===== src/verilog/codec_cfg_pkg.sv =====
// Shared definitions for the codec configuration block
// Serial frame layout, Wishbone word map, gain field prefixes
// Power-up register profiles walked by the init sequencer

package codec_cfg_pkg;

    localparam int FRAME_W  = 16;                  // Serial frame width
    localparam int INIT_LEN = 20;                  // Codec registers 0x00 to 0x13

    // Wishbone word addresses
    localparam int ADR_TX_GAIN   = 'h09;
    localparam int ADR_RX_GAIN   = 'h0a;
    localparam int ADR_RAW_FRAME = 'h3b;

    localparam logic [4:0] REG_TX_GAIN    = 5'h0a; // Codec TX gain register
    localparam logic [4:0] REG_RX_GAIN    = 5'h09; // Codec RX gain register
    localparam logic [3:0] TX_GAIN_PREFIX = 4'b0100;
    localparam logic [2:0] RX_GAIN_PREFIX = 3'b010;

    // Profile selectors for INIT_PROFILE
    localparam int PROFILE_NOINTERP = 0;
    localparam int PROFILE_2XOSC    = 1;
    localparam int PROFILE_IAMP_OFF = 2;

    typedef logic [8:0] init_entry_t;              // {write enable, value}
    typedef init_entry_t [0:INIT_LEN-1] init_table_t;

    localparam init_table_t INIT_TABLES [3] = '{
        // Direct clocking, no oscillator multiply
        {{1'b1, 8'h80}, {1'b0, 8'h00}, {1'b0, 8'h00}, {1'b0, 8'h00}, // 4-wire serial mode
         {1'b1, 8'h00}, {1'b0, 8'h00}, {1'b1, 8'h00}, {1'b1, 8'h21}, // Osc x1, no clk div, cal
         {1'b1, 8'h4b}, {1'b0, 8'h00}, {1'b0, 8'h00}, {1'b1, 8'h20}, // RX filter, gain on PGA
         {1'b1, 8'h81}, {1'b1, 8'h01}, {1'b0, 8'h01}, {1'b0, 8'h00}, // TX/RX twos complement
         {1'b0, 8'h84}, {1'b1, 8'h00}, {1'b0, 8'h00}, {1'b0, 8'h00}},// TX gain select
        // Doubled oscillator
        {{1'b1, 8'h80}, {1'b0, 8'h00}, {1'b0, 8'h00}, {1'b0, 8'h00},
         {1'b1, 8'h16}, {1'b0, 8'h00}, {1'b0, 8'h00}, {1'b1, 8'h21}, // Osc multiply on
         {1'b1, 8'h4b}, {1'b0, 8'h00}, {1'b0, 8'h00}, {1'b1, 8'h20},
         {1'b1, 8'h41}, {1'b1, 8'h01}, {1'b0, 8'h01}, {1'b0, 8'h00}, // Interp factor 2
         {1'b0, 8'h84}, {1'b1, 8'h00}, {1'b0, 8'h00}, {1'b0, 8'h00}},
        // Internal amplifier off, RX filter bypassed
        {{1'b0, 8'h80}, {1'b0, 8'h00}, {1'b0, 8'h00}, {1'b0, 8'h00},
         {1'b0, 8'h00}, {1'b0, 8'h00}, {1'b0, 8'h00}, {1'b1, 8'h20}, // Cal, filter off
         {1'b0, 8'h4b}, {1'b0, 8'h00}, {1'b0, 8'h00}, {1'b1, 8'h20},
         {1'b1, 8'h43}, {1'b1, 8'h03}, {1'b1, 8'h81}, {1'b0, 8'h00}, // IAMP disabled at 0x0e
         {1'b1, 8'h80}, {1'b1, 8'h00}, {1'b1, 8'h00}, {1'b0, 8'h00}}
    };

    // Write frame from register number and data byte
    function automatic logic [FRAME_W-1:0] wr_frame(input logic [4:0] reg_adr,
                                                    input logic [7:0] data);
        return {1'b0, 2'b00, reg_adr, data};     // Read flag clear
    endfunction

endpackage


===== src/verilog/codec_wb_regs.sv =====
// Wishbone write decoder for the codec configuration port
// TX and RX gain shadows with change detection
// Builds one serial command frame per accepted write that needs it

`timescale 1ns/10ps

module codec_wb_regs #(
    parameter int WB_ADDR_WIDTH = 6,
    parameter int WB_DATA_WIDTH = 32
) (
    input  logic                             clk,
    input  logic                             rst,
    input  logic [WB_ADDR_WIDTH-1:0]         wbs_adr_i,
    input  logic [WB_DATA_WIDTH-1:0]         wbs_dat_i,
    input  logic                             wbs_we_i,
    input  logic                             wbs_stb_i,
    input  logic                             wbs_cyc_i,
    output logic                             wbs_ack_o,
    input  logic                             cmd_ready_i,
    output logic                             cmd_valid_o,
    output logic [codec_cfg_pkg::FRAME_W-1:0] cmd_frame_o
);

    import codec_cfg_pkg::*;

    typedef enum logic {
        WBS_IDLE,
        WBS_ACK
    } wbs_state_t;

    wbs_state_t wbs_state;
    logic [3:0] tx_gain;                           // Shadow of last TX gain
    logic [4:0] rx_gain;                           // Shadow of last RX gain
    logic       cmd_pend;                          // Frame to issue in ack cycle
    logic       accept;
    logic [3:0] new_tx_gain;
    logic [4:0] new_rx_gain;

    assign new_tx_gain = wbs_dat_i[31:28];
    assign new_rx_gain = wbs_dat_i[4:0];

    // Writes wait for cmd_ready, reads go through at once
    assign accept = (wbs_state == WBS_IDLE) & wbs_cyc_i & wbs_stb_i &
                    (~wbs_we_i | cmd_ready_i);

    always_ff @(posedge clk) begin
        if (rst) begin
            wbs_state <= WBS_IDLE;
            tx_gain   <= 4'h0;
            rx_gain   <= 5'h00;
            cmd_pend  <= 1'b0;
        end else begin
            cmd_pend <= 1'b0;                      // Single ack cycle only
            case (wbs_state)
                WBS_IDLE: begin
                    if (accept) begin
                        wbs_state <= WBS_ACK;
                        if (wbs_we_i) begin
                            case (wbs_adr_i)
                                WB_ADDR_WIDTH'(ADR_TX_GAIN): begin
                                    tx_gain  <= new_tx_gain;
                                    cmd_pend <= (new_tx_gain != tx_gain);
                                end
                                WB_ADDR_WIDTH'(ADR_RX_GAIN): begin
                                    rx_gain  <= new_rx_gain;
                                    cmd_pend <= (new_rx_gain != rx_gain);
                                end
                                WB_ADDR_WIDTH'(ADR_RAW_FRAME): begin
                                    cmd_pend <= 1'b1; // Always forwarded
                                end
                                default: cmd_pend <= 1'b0; // Unknown, ack only
                            endcase
                        end
                    end
                end
                WBS_ACK: begin
                    wbs_state <= WBS_IDLE;
                end
                default: wbs_state <= WBS_IDLE;
            endcase
        end
    end

    // Frame payload, captured with the access
    always_ff @(posedge clk) begin
        if (accept) begin
            case (wbs_adr_i)
                WB_ADDR_WIDTH'(ADR_TX_GAIN):
                    cmd_frame_o <= wr_frame(REG_TX_GAIN, {TX_GAIN_PREFIX, new_tx_gain});
                WB_ADDR_WIDTH'(ADR_RX_GAIN):
                    cmd_frame_o <= wr_frame(REG_RX_GAIN, {RX_GAIN_PREFIX, new_rx_gain});
                default:
                    cmd_frame_o <= wbs_dat_i[FRAME_W-1:0]; // Raw frame as given
            endcase
        end
    end

    assign wbs_ack_o   = (wbs_state == WBS_ACK);
    assign cmd_valid_o = (wbs_state == WBS_ACK) & cmd_pend;

    // Ack is a single-cycle pulse per access
    ack_single_cycle: assert property (@(posedge clk) disable iff (rst)
        wbs_ack_o |=> !wbs_ack_o);

endmodule


===== src/verilog/codec_init_seq.sv =====
// Power-up init sequencer for the codec serial port
// Walks the selected profile table, then hands the engine to the host
// Generates cmd_ready and the start pulse for the serial engine

`timescale 1ns/10ps

module codec_init_seq #(
    parameter int INIT_PROFILE = 0
) (
    input  logic                              clk,
    input  logic                              rst,
    input  logic                              cmd_valid_i,
    input  logic [codec_cfg_pkg::FRAME_W-1:0] cmd_frame_i,
    output logic                              cmd_ready_o,
    input  logic                              spi_busy_i,
    input  logic                              spi_done_i,
    output logic                              spi_start_o,
    output logic [codec_cfg_pkg::FRAME_W-1:0] spi_frame_o,
    output logic                              init_done_o
);

    import codec_cfg_pkg::*;

    localparam int IDX_W = $clog2(INIT_LEN);
    localparam init_table_t PROFILE = INIT_TABLES[INIT_PROFILE];

    typedef enum logic [1:0] {
        SEQ_WALK,                                  // Step through table
        SEQ_WAIT,                                  // Frame in flight
        SEQ_HOST                                   // Table done, host owns engine
    } seq_state_t;

    seq_state_t  seq_state;
    logic [IDX_W-1:0] idx;                         // Current codec register
    init_entry_t entry;
    logic        last_entry;

    assign entry      = PROFILE[idx];
    assign last_entry = (idx == IDX_W'(INIT_LEN - 1));

    always_ff @(posedge clk) begin
        if (rst) begin
            seq_state   <= SEQ_WALK;
            idx         <= '0;
            spi_start_o <= 1'b0;
        end else begin
            spi_start_o <= 1'b0;                   // Pulse by default
            case (seq_state)
                SEQ_WALK: begin
                    if (entry[8]) begin
                        spi_start_o <= 1'b1;       // Enabled entry, send it
                        seq_state   <= SEQ_WAIT;
                    end else if (last_entry) begin
                        seq_state <= SEQ_HOST;
                    end else begin
                        idx <= idx + 1'b1;         // Skip disabled entry
                    end
                end
                SEQ_WAIT: begin
                    if (spi_done_i) begin
                        if (last_entry) begin
                            seq_state <= SEQ_HOST;
                        end else begin
                            idx       <= idx + 1'b1;
                            seq_state <= SEQ_WALK;
                        end
                    end
                end
                SEQ_HOST: begin
                    spi_start_o <= cmd_valid_i;    // Host command to engine
                end
                default: seq_state <= SEQ_WALK;
            endcase
        end
    end

    // Frame mux in front of the engine
    always_ff @(posedge clk) begin
        if (seq_state == SEQ_HOST) begin
            if (cmd_valid_i) begin
                spi_frame_o <= cmd_frame_i;
            end
        end else if (seq_state == SEQ_WALK) begin
            spi_frame_o <= wr_frame(5'(idx), entry[7:0]);
        end
    end

    assign init_done_o = (seq_state == SEQ_HOST);
    // Drops with the start pulse, stays low while the frame shifts
    assign cmd_ready_o = init_done_o & ~spi_busy_i & ~spi_start_o;

    // Host commands only arrive when the path was free
    cmd_never_lost: assert property (@(posedge clk) disable iff (rst)
        cmd_valid_i |-> cmd_ready_o);

endmodule


===== src/verilog/codec_spi_master.sv =====
// Four-wire serial shift engine for the codec control port
// Clock divider, bit counter, chip enable and done pulse
// Readback byte captured from sdo at the end of each frame

`timescale 1ns/10ps

module codec_spi_master #(
    parameter int SCLK_HALF = 2
) (
    input  logic                              clk,
    input  logic                              rst,
    input  logic                              start_i,
    input  logic [codec_cfg_pkg::FRAME_W-1:0] frame_i,
    output logic                              busy_o,
    output logic                              done_o,
    output logic                              sclk_o,
    output logic                              sdio_o,
    output logic                              sen_n_o,
    input  logic                              sdo_i,
    output logic [7:0]                        dataout_o
);

    import codec_cfg_pkg::*;

    localparam int DIV_W = (SCLK_HALF > 1) ? $clog2(SCLK_HALF) : 1;
    localparam int BIT_W = $clog2(FRAME_W);

    logic [DIV_W-1:0]   div_cnt;                   // Cycles within half sclk
    logic [BIT_W-1:0]   bit_cnt;                   // Bits already shifted
    logic [FRAME_W-1:0] shreg;                     // Out on MSB, sdo in on LSB
    logic               half_end;

    assign half_end = (div_cnt == DIV_W'(SCLK_HALF - 1));

    always_ff @(posedge clk) begin
        if (rst) begin
            sen_n_o <= 1'b1;
            sclk_o  <= 1'b0;
            done_o  <= 1'b0;
            div_cnt <= '0;
            bit_cnt <= '0;
        end else begin
            done_o <= 1'b0;
            if (sen_n_o) begin
                sclk_o  <= 1'b0;
                div_cnt <= '0;
                bit_cnt <= '0;
                if (start_i) begin
                    sen_n_o <= 1'b0;               // Enable one cycle after start
                end
            end else if (half_end) begin
                div_cnt <= '0;
                if (!sclk_o) begin
                    sclk_o <= 1'b1;                // Rising edge at mid-bit
                end else begin
                    sclk_o  <= 1'b0;               // Bit boundary
                    bit_cnt <= bit_cnt + 1'b1;
                    if (bit_cnt == BIT_W'(FRAME_W - 1)) begin
                        sen_n_o <= 1'b1;           // Frame complete
                        done_o  <= 1'b1;
                    end
                end
            end else begin
                div_cnt <= div_cnt + 1'b1;
            end
        end
    end

    // Shift register and readback byte
    always_ff @(posedge clk) begin
        if (sen_n_o) begin
            if (start_i) begin
                shreg <= frame_i;
            end
        end else if (half_end && sclk_o) begin
            shreg <= {shreg[FRAME_W-2:0], sdo_i}; // Sample sdo as sclk falls
            if (bit_cnt == BIT_W'(FRAME_W - 1)) begin
                dataout_o <= {shreg[6:0], sdo_i};
            end
        end
    end

    assign sdio_o = shreg[FRAME_W-1];
    assign busy_o = ~sen_n_o;

    // Engine is never restarted mid-frame
    start_when_idle: assert property (@(posedge clk) disable iff (rst)
        start_i |-> !busy_o);

    // No clock edges reach the codec while deselected
    sclk_quiet_idle: assert property (@(posedge clk) disable iff (rst)
        sen_n_o |-> !sclk_o);

endmodule


===== src/verilog/codec_cfg_top.sv =====
// Codec configuration top level
// Wishbone register decoder, init sequencer and serial engine
// Exposes the codec serial pins, readback byte and init status

`timescale 1ns/10ps

module codec_cfg_top #(
    parameter int WB_ADDR_WIDTH = 6,
    parameter int WB_DATA_WIDTH = 32,
    parameter int INIT_PROFILE  = codec_cfg_pkg::PROFILE_NOINTERP,
    parameter int SCLK_HALF     = 2
) (
    input  logic                     clk,
    input  logic                     rst,
    input  logic [WB_ADDR_WIDTH-1:0] wbs_adr_i,
    input  logic [WB_DATA_WIDTH-1:0] wbs_dat_i,
    input  logic                     wbs_we_i,
    input  logic                     wbs_stb_i,
    input  logic                     wbs_cyc_i,
    output logic                     wbs_ack_o,
    output logic                     sclk_o,
    output logic                     sdio_o,
    input  logic                     sdo_i,
    output logic                     sen_n_o,
    output logic [7:0]               dataout_o,
    output logic                     init_done_o
);

    import codec_cfg_pkg::*;

    logic               cmd_valid;                 // Host command, ack cycle
    logic               cmd_ready;
    logic [FRAME_W-1:0] cmd_frame;
    logic               spi_start;
    logic               spi_busy;
    logic               spi_done;
    logic [FRAME_W-1:0] spi_frame;

    codec_wb_regs #(
        .WB_ADDR_WIDTH(WB_ADDR_WIDTH),
        .WB_DATA_WIDTH(WB_DATA_WIDTH)
    ) u_wb_regs (
        .clk        (clk),
        .rst        (rst),
        .wbs_adr_i  (wbs_adr_i),
        .wbs_dat_i  (wbs_dat_i),
        .wbs_we_i   (wbs_we_i),
        .wbs_stb_i  (wbs_stb_i),
        .wbs_cyc_i  (wbs_cyc_i),
        .wbs_ack_o  (wbs_ack_o),
        .cmd_ready_i(cmd_ready),
        .cmd_valid_o(cmd_valid),
        .cmd_frame_o(cmd_frame)
    );

    codec_init_seq #(
        .INIT_PROFILE(INIT_PROFILE)
    ) u_init_seq (
        .clk        (clk),
        .rst        (rst),
        .cmd_valid_i(cmd_valid),
        .cmd_frame_i(cmd_frame),
        .cmd_ready_o(cmd_ready),
        .spi_busy_i (spi_busy),
        .spi_done_i (spi_done),
        .spi_start_o(spi_start),
        .spi_frame_o(spi_frame),
        .init_done_o(init_done_o)
    );

    codec_spi_master #(
        .SCLK_HALF(SCLK_HALF)
    ) u_spi_master (
        .clk      (clk),
        .rst      (rst),
        .start_i  (spi_start),
        .frame_i  (spi_frame),
        .busy_o   (spi_busy),
        .done_o   (spi_done),
        .sclk_o   (sclk_o),
        .sdio_o   (sdio_o),
        .sen_n_o  (sen_n_o),
        .sdo_i    (sdo_i),
        .dataout_o(dataout_o)
    );

endmodule


===== config.mk =====
export PLATFORM = sky130hd
export DESIGN_NAME = codec_cfg_top
export DESIGN_NICKNAME = d
export VERILOG_FILES = /design/src/verilog/codec_cfg_pkg.sv /design/src/verilog/codec_wb_regs.sv /design/src/verilog/codec_init_seq.sv /design/src/verilog/codec_spi_master.sv /design/src/verilog/codec_cfg_top.sv
export SDC_FILE = /design/constraint.sdc
export NUM_CORES = 1
export LEC_CHECK = 0
export BUFFER_PORTS_ARGS = -buffer_cell sky130_fd_sc_hd__buf_4
export CAP_MARGIN = 40
export CORE_ASPECT_RATIO = 0.75
export CORE_MARGIN = 3
export CORE_UTILIZATION = 45
export DETAILED_ROUTE_END_ITERATION = 10
export PLACE_DENSITY = 0.76
export RECOVER_POWER = 25
export SLEW_MARGIN = 10
export SYNTH_ARGS = -nofsm -noshare
export SYNTH_HDL_FRONTEND = slang
export SYNTH_SLANG_ARGS = --single-unit

===== constraint.sdc =====
create_clock -name clk -period 2.7 [get_ports clk]
set_clock_uncertainty 0.2 [all_clocks]
set_input_delay 0.135 -clock clk [delete_from_list [all_inputs] [get_ports clk]]
set_output_delay 0.135 -clock clk [all_outputs]
set_load 0.05 [all_outputs]

Word level (Yosys, flattened, before mapping). Memories as Yosys holds them, arrays and structs flattened. Index checks and enable logic that the tools add are counted.

Add/sub/neg operators: 3. Order comparisons: 1. Equality and inequality tests: 14. Muxes and demuxes: 29. Bitwise logic cells: 14. Reduce and logical (&&, ||, !) cells: 16.

Operator list (number): two-way mux 16 bit (6); case mux 16 bit (2 select lines) (1); two-way mux 9 bit (2); two-way mux 5 bit (3); == test 6 x 4 -> 1 bit (second input constant) (2); case mux 5 bit (2 select lines) (1); AND reduction 3 bit (3); two-way mux 1 bit (8); two-way mux 2 bit (4); AND reduction 4 bit (2); bitwise AND 1 bit (6); == test 6 bit (second input constant) (1); greater-or-equal comparator 6 bit (second input constant) (1); NOT 1 bit (6); NOT 5 -> 6 bit (1); case mux 2 bit (3 select lines) (1); AND reduction 2 bit (3); nonzero test 2 bit (3); adder 5 x 1 -> 5 bit (second input constant) (1); == test 5 bit (second input constant) (1); inequality test 5 bit (1); adder 4 x 1 -> 4 bit (second input constant) (1); == test 4 bit (second input constant) (1); inequality test 2 x 1 -> 1 bit (second input constant) (2); 14 further kinds (16).

Register bits after elaboration: 83. ROM bits: 288. Input port bits: 44. Output and inout bits: 13. Word-level logic and storage cells: 94. Memories kept: 1.

Memory list: (name not given) (words 32, bits a word 9, rd ports 1, clocked after Yosys merged registers in 0, wr ports 0, line codec_init_seq.sv:38) `assign entry = PROFILE[idx];`.

Logic depth before layout (Yosys ltp).
Word-level depth: 7. Gate-level depth with buffers: 6. Mapped depth without buffers: 6.

Modules after synthesis. Synthesis repeated with hierarchy kept, for this count alone.

Cell total of the unflattened synthesis: 297. Area total of the unflattened synthesis: 3701.0 um^2.

By module, submodules not included: codec_init_seq (instances 1, cells each 116, area an instance 1270.0 um^2, seq. area each 640.6 um^2); codec_wb_regs (instances 1, cells each 105, area an instance 1216.2 um^2, seq. area each 700.7 um^2); codec_spi_master (instances 1, cells each 76, area an instance 1214.9 um^2, seq. area each 880.8 um^2).

Worst setup path before layout. Ideal clock, no wire load.

Path type: reg-to-reg. Start point: reg u_spi_master.sclk_o. End point: reg u_spi_master.shreg[0] (enable). Data arrival time: 2.118 ns. Data required time: 2.089 ns. Path slack: -0.030 ns. Cell stages (with the launch flop): 3. Buffers on the path: 0. Clock period less this slack: 2.730 ns. Cell sequence: dfxtp_1 nand2_1 o21ai_0.

Word-level cells in the longest chain between the ends: 3.

RTL lines: start: declaration (line codec_spi_master.sv:16) `output logic sclk_o,`; start signal: assignment (line codec_spi_master.sv:38) `sclk_o <= 1'b0;`; start signal: assignment (line codec_spi_master.sv:45) `sclk_o <= 1'b0;`; start signal: assignment (line codec_spi_master.sv:54) `sclk_o <= 1'b1;`; logical AND 1 bit (line codec_spi_master.sv:75) `end else if (half_end && sclk_o) begin`; nonzero test 2 bit (no source line); AND reduction 2 bit (no source line); end signal: assignment (line codec_spi_master.sv:73) `shreg <= frame_i;`; end signal: assignment (line codec_spi_master.sv:76) `shreg <= {shreg[FRAME_W-2:0], sdo_i};`; end: declaration (line codec_spi_master.sv:30) `logic [FRAME_W-1:0] shreg;`.

No other way between the ends. A chain may end at the register's enable or synchronous reset.

Final worst setup path.
Start point: reg u_init_seq.seq_state[1]. End point: reg u_wb_regs.tx_gain[2].

Word-level cells in the longest chain between the ends: 6.

RTL lines: start: declaration (line codec_init_seq.sv:33) `seq_state_t seq_state;`; start signal: assignment (line codec_init_seq.sv:43) `seq_state <= SEQ_WALK;`; start signal: assignment (line codec_init_seq.sv:52) `seq_state <= SEQ_WAIT;`; start signal: assignment (line codec_init_seq.sv:54) `seq_state <= SEQ_HOST;`; == test 2 bit (line codec_init_seq.sv:88) `assign init_done_o = (seq_state == SEQ_HOST);`; bitwise AND 1 bit (2 in a row) (line codec_init_seq.sv:90) `assign cmd_ready_o = init_done_o & ~spi_busy_i & ~spi_start_o;`; OR 1 bit (line codec_wb_regs.sv:44) `(~wbs_we_i | cmd_ready_i);`; bitwise AND 1 bit (line codec_wb_regs.sv:43) `assign accept = (wbs_state == WBS_IDLE) & wbs_cyc_i & wbs_stb_i &`; AND reduction 4 bit (no source line); end signal: assignment (line codec_wb_regs.sv:61) `tx_gain <= new_tx_gain;`; end: declaration (line codec_wb_regs.sv:32) `logic [3:0] tx_gain;`.

No other way between the ends.

==> results.md <==
- Net Switching: 899.3 µW
- Num ports: 57
- Max incr delay on CP: 0.58 ns
- Share of the synthesized area in the top cell type: 0.4565
- First-pass GRT wire length: 12510 µm
- Synth async-reset ratio: 0
- Residual DRC: 0
- Iteration-0 DRC Markers: 182
- Worst Setup EP: u_wb_regs.tx_gain[2]
- Gate power share: 0.196
- Setup TNS: 0 ns
- HPWL Detailed: 4778 µm
- Critical path depth in cells: 5
- Pleak: 1.739 nW
- Flop pwr share: 0.525
- Cell internal pwr: 2.402 mW
- Cell Rows: 27
- Synth Cell Area: 3684 µm²
- Gr usage total: 0.1680
- Die Area: 9319 µm²
- Crit path required time: 2.79 ns
- GPL Wtd Cong: 0.8686
- Reg2reg setup slack: 0.27 ns
- Vias per inst: 5.254
- Crit Path Category: reg2reg
- Diode count: 0
- R2R depth: 5
- Delay-heaviest family, CP: simple AND/OR/NAND/NOR gates
- GRT Residual Overflow: 0
- Die W: 110.5 µm
- Crit path DAT: 2.52 ns
- Worst Setup End Kind: flip-flop
- Status: finished, final reports clean
- Hold Fails Final Rpt: 0
- CTS root buffer: clkbuf_8
- Yosys warns: 0
- Maxcap violations: 0
- Final period utilization: 0.9013
- Critical Path Start Type: flip-flop
- Buffers added on ports: 44
- EDFF count, synth: 56
- P&R area growth vs syn: 25.65%
- Worst rel slew slack: 0.3055
- Post-CTS sizing: 0
- Buffer levels on the longest clock path: 2
- Post-Syn Nets: 355
- Grt peak-use layer: met2
- #FFs+latches synth: 83
- Maximum vdd drop: 0.0003413 V
- Hold path cells: 4
- Skew-Pair Late Insertion Delay: 0.35 ns
- Hold Path Class: in2reg
- Power Density: 713.3 nW/µm²
- Reg clk slew, reported paths: 0.09 ns
- CORE AREA: 7635 µm²
- Synth unique cells: 47
- Net Sw Frac: 0.2724
- Number of global-route vias before repair: 2613
- Post-Syn Instances: 304
- Final setup fails: 0
- Met3 Usage GRT: 0.05403
- Max FO, Critical Path: 9
- Area of the multi-input gates: 1386 µm²
- Sink Count: 83
- Main synth FF type: edfxtp_1
- Worst-Margin Slew: 1.042 ns
- Worst Setup SP: u_init_seq.seq_state[1]
- Antenna violations before repair: 0
- Synth cell count leaders: 56 x edfxtp_1, 31 x nand2_1, 27 x dfxtp_1
- Highest clock rate: 0.4109 GHz
- GR Layer Usage met1: 0.2150
- Fillers: 615
- Post-Syn Area per Cell: 12.12 µm²
- Layout Nets: 437
- Via count: 2585
- Starting density of the core: 0.4825
- Most common cell in the netlist: edfxtp_1
- Final critical-path required period: 2.434 ns
- H-tree levels: 3
- Post-route ant nets: 0
- TritonCTS Buffers: 9
- Total Power: 3.301 mW
- Slowest cell on crit path: dlygate4sd3_1
- Final wirelength: 7292 µm
- Slew Limit Fails: 0
- Worst path buffer plus inverter count: 1
- TritonRoute pass-1 iters: 4
- M2 GR Usage: 0.2687
- Layout cells sized above 1: 0.2123
- Final Core Density: 0.6062
- Reg-to-reg endpoint: u_wb_regs.tx_gain[2]
- CTS tree: done
- Reg-to-reg startpoint: u_init_seq.seq_state[1]
- Pin count of the biggest net entering global routing: 27
- Crit-path cells: nor2b_1 > and4_1 > nand3_1 > dlygate4sd3_1 > a21oi_1
- Synth area leaders: edfxtp_1 46%, dfxtp_1 15%, mux2_2 6.7%
- DR WL/cell: 14.82 µm
- Register area share after synthesis: 0.6033
- Unrepaired setup endpoints after global routing: false
- Clock network power share: 0.279
- Sequential cell area: 2222 µm²
- Largest area contributor in the netlist: edfxtp_1
- Die height: 84.36 µm
==> kinds of logic after synthesis <==
group,after synthesis,synth area share
buf+inv,18,0.02038
flops,83,0.6033
xor+xnor,13,0.03091
compound gates,52,0.08730
fa+ha+maj,7,0.02378
mux,24,0.07269
simple gates,107,0.1617
==> placed cells by master, fill, tap and decap left out, types with 8 or more instances in the layout <==
cell	n
clkbuf_8	10
o21ai_0	16
buf_4	37
nand2_1	31
clkbuf_1	14
nor2_1	11
mux2_2	22
dlygate4sd3_1	34
a21oi_1	20
xnor2_1	8
edfxtp_1	56
nand3_1	15
dfxtp_1	27
==> stage by stage <==
step / area, µm² / setup slack [ns] / cells / hold WS, ns
6_report: 4628 / 0.2665 / 492 / 0.02639
5_1_grt: 4628 / 0.1192 / 492 / 0.03307
4_1_cts: 4673 / 0.2046 / 491 / 0.004837
3_5_place_dp: 4125 / 0.4811 / 441 / 0.1392
3_3_place_gp: 4125 / 0.5518 / 441 / 0.1307
2_1_floorplan: 3684 / 0.2497 / 304 / 0.01969
==> layout make-up <==
type	count	share of cell area
clock buffers	10	0.02974
clock inverters	6	0.01514
inverters	4	0.003244
multi-input cells	203	0.2995
flip-flops and latches	83	0.4801
well taps	101	0.02730
repair buffers	85	0.1449
==> tightest hold or removal path: cells and delay by family <==
kind                   cells  cell delay, ns
buffers and inverters      1            0.11
AOI/OAI and AO/OA          2            0.19
and+or+nand+nor            1            0.10
==> power by group through the flow <==
stage	registers, mW	logic (mW)	clock network, mW
2_1_floorplan	1.76	0.418	0
3_3_place_gp	1.75	0.608	0
3_5_place_dp	1.76	0.634	0
4_1_cts	1.73	0.663	0.949
5_1_grt	1.76	0.716	1.00
6_report	1.73	0.646	0.922
==> sequential cells by signal (all words and copies together), names as in the netlist, 2 cells and up <==
register                count
u_init_seq.spi_frame_o     16
u_spi_master.shreg         16
u_wb_regs.cmd_frame_o      16
u_spi_master.dataout_o      8
u_init_seq.idx              5
u_wb_regs.rx_gain           5
u_spi_master.bit_cnt        4
u_wb_regs.tx_gain           4
u_init_seq.seq_state        2
==> how the worst min path moves through the flow <==
stage | startpoint | end | slack (ns)
floorplan | rst | u_wb_regs.wbs_ack_o | 0.02
global placement | sdo_i | u_spi_master.dataout_o[0] | 0.13
detailed placement | sdo_i | u_spi_master.dataout_o[0] | 0.14
CTS | wbs_cyc_i | u_wb_regs.cmd_pend | 0.005
global route | wbs_stb_i | u_wb_regs.cmd_pend | 0.03
finish | wbs_stb_i | u_wb_regs.cmd_pend | 0.03
==> per-layer routing <==
layer / share of wire / up-vias / wire length, µm
met1: 0.46 / 1224 / 3342
met5: 0 / - / 0
met3: 0.050 / 10 / 368
met4: 0.016 / 0 / 119
li1: - / 1273 / -
met2: 0.47 / 78 / 3461
==> repair_timing <==
| action | 4_1_cts | 5_1_grt |
|---|---|---|
| setup buffers | 0 | 1 |
| setup endpoints to repair | 0 | 1 |
| hold buffers | 34 | 0 |
| hold endpoints to repair | 33 | 0 |
Power figures use the tool's default switching activity.
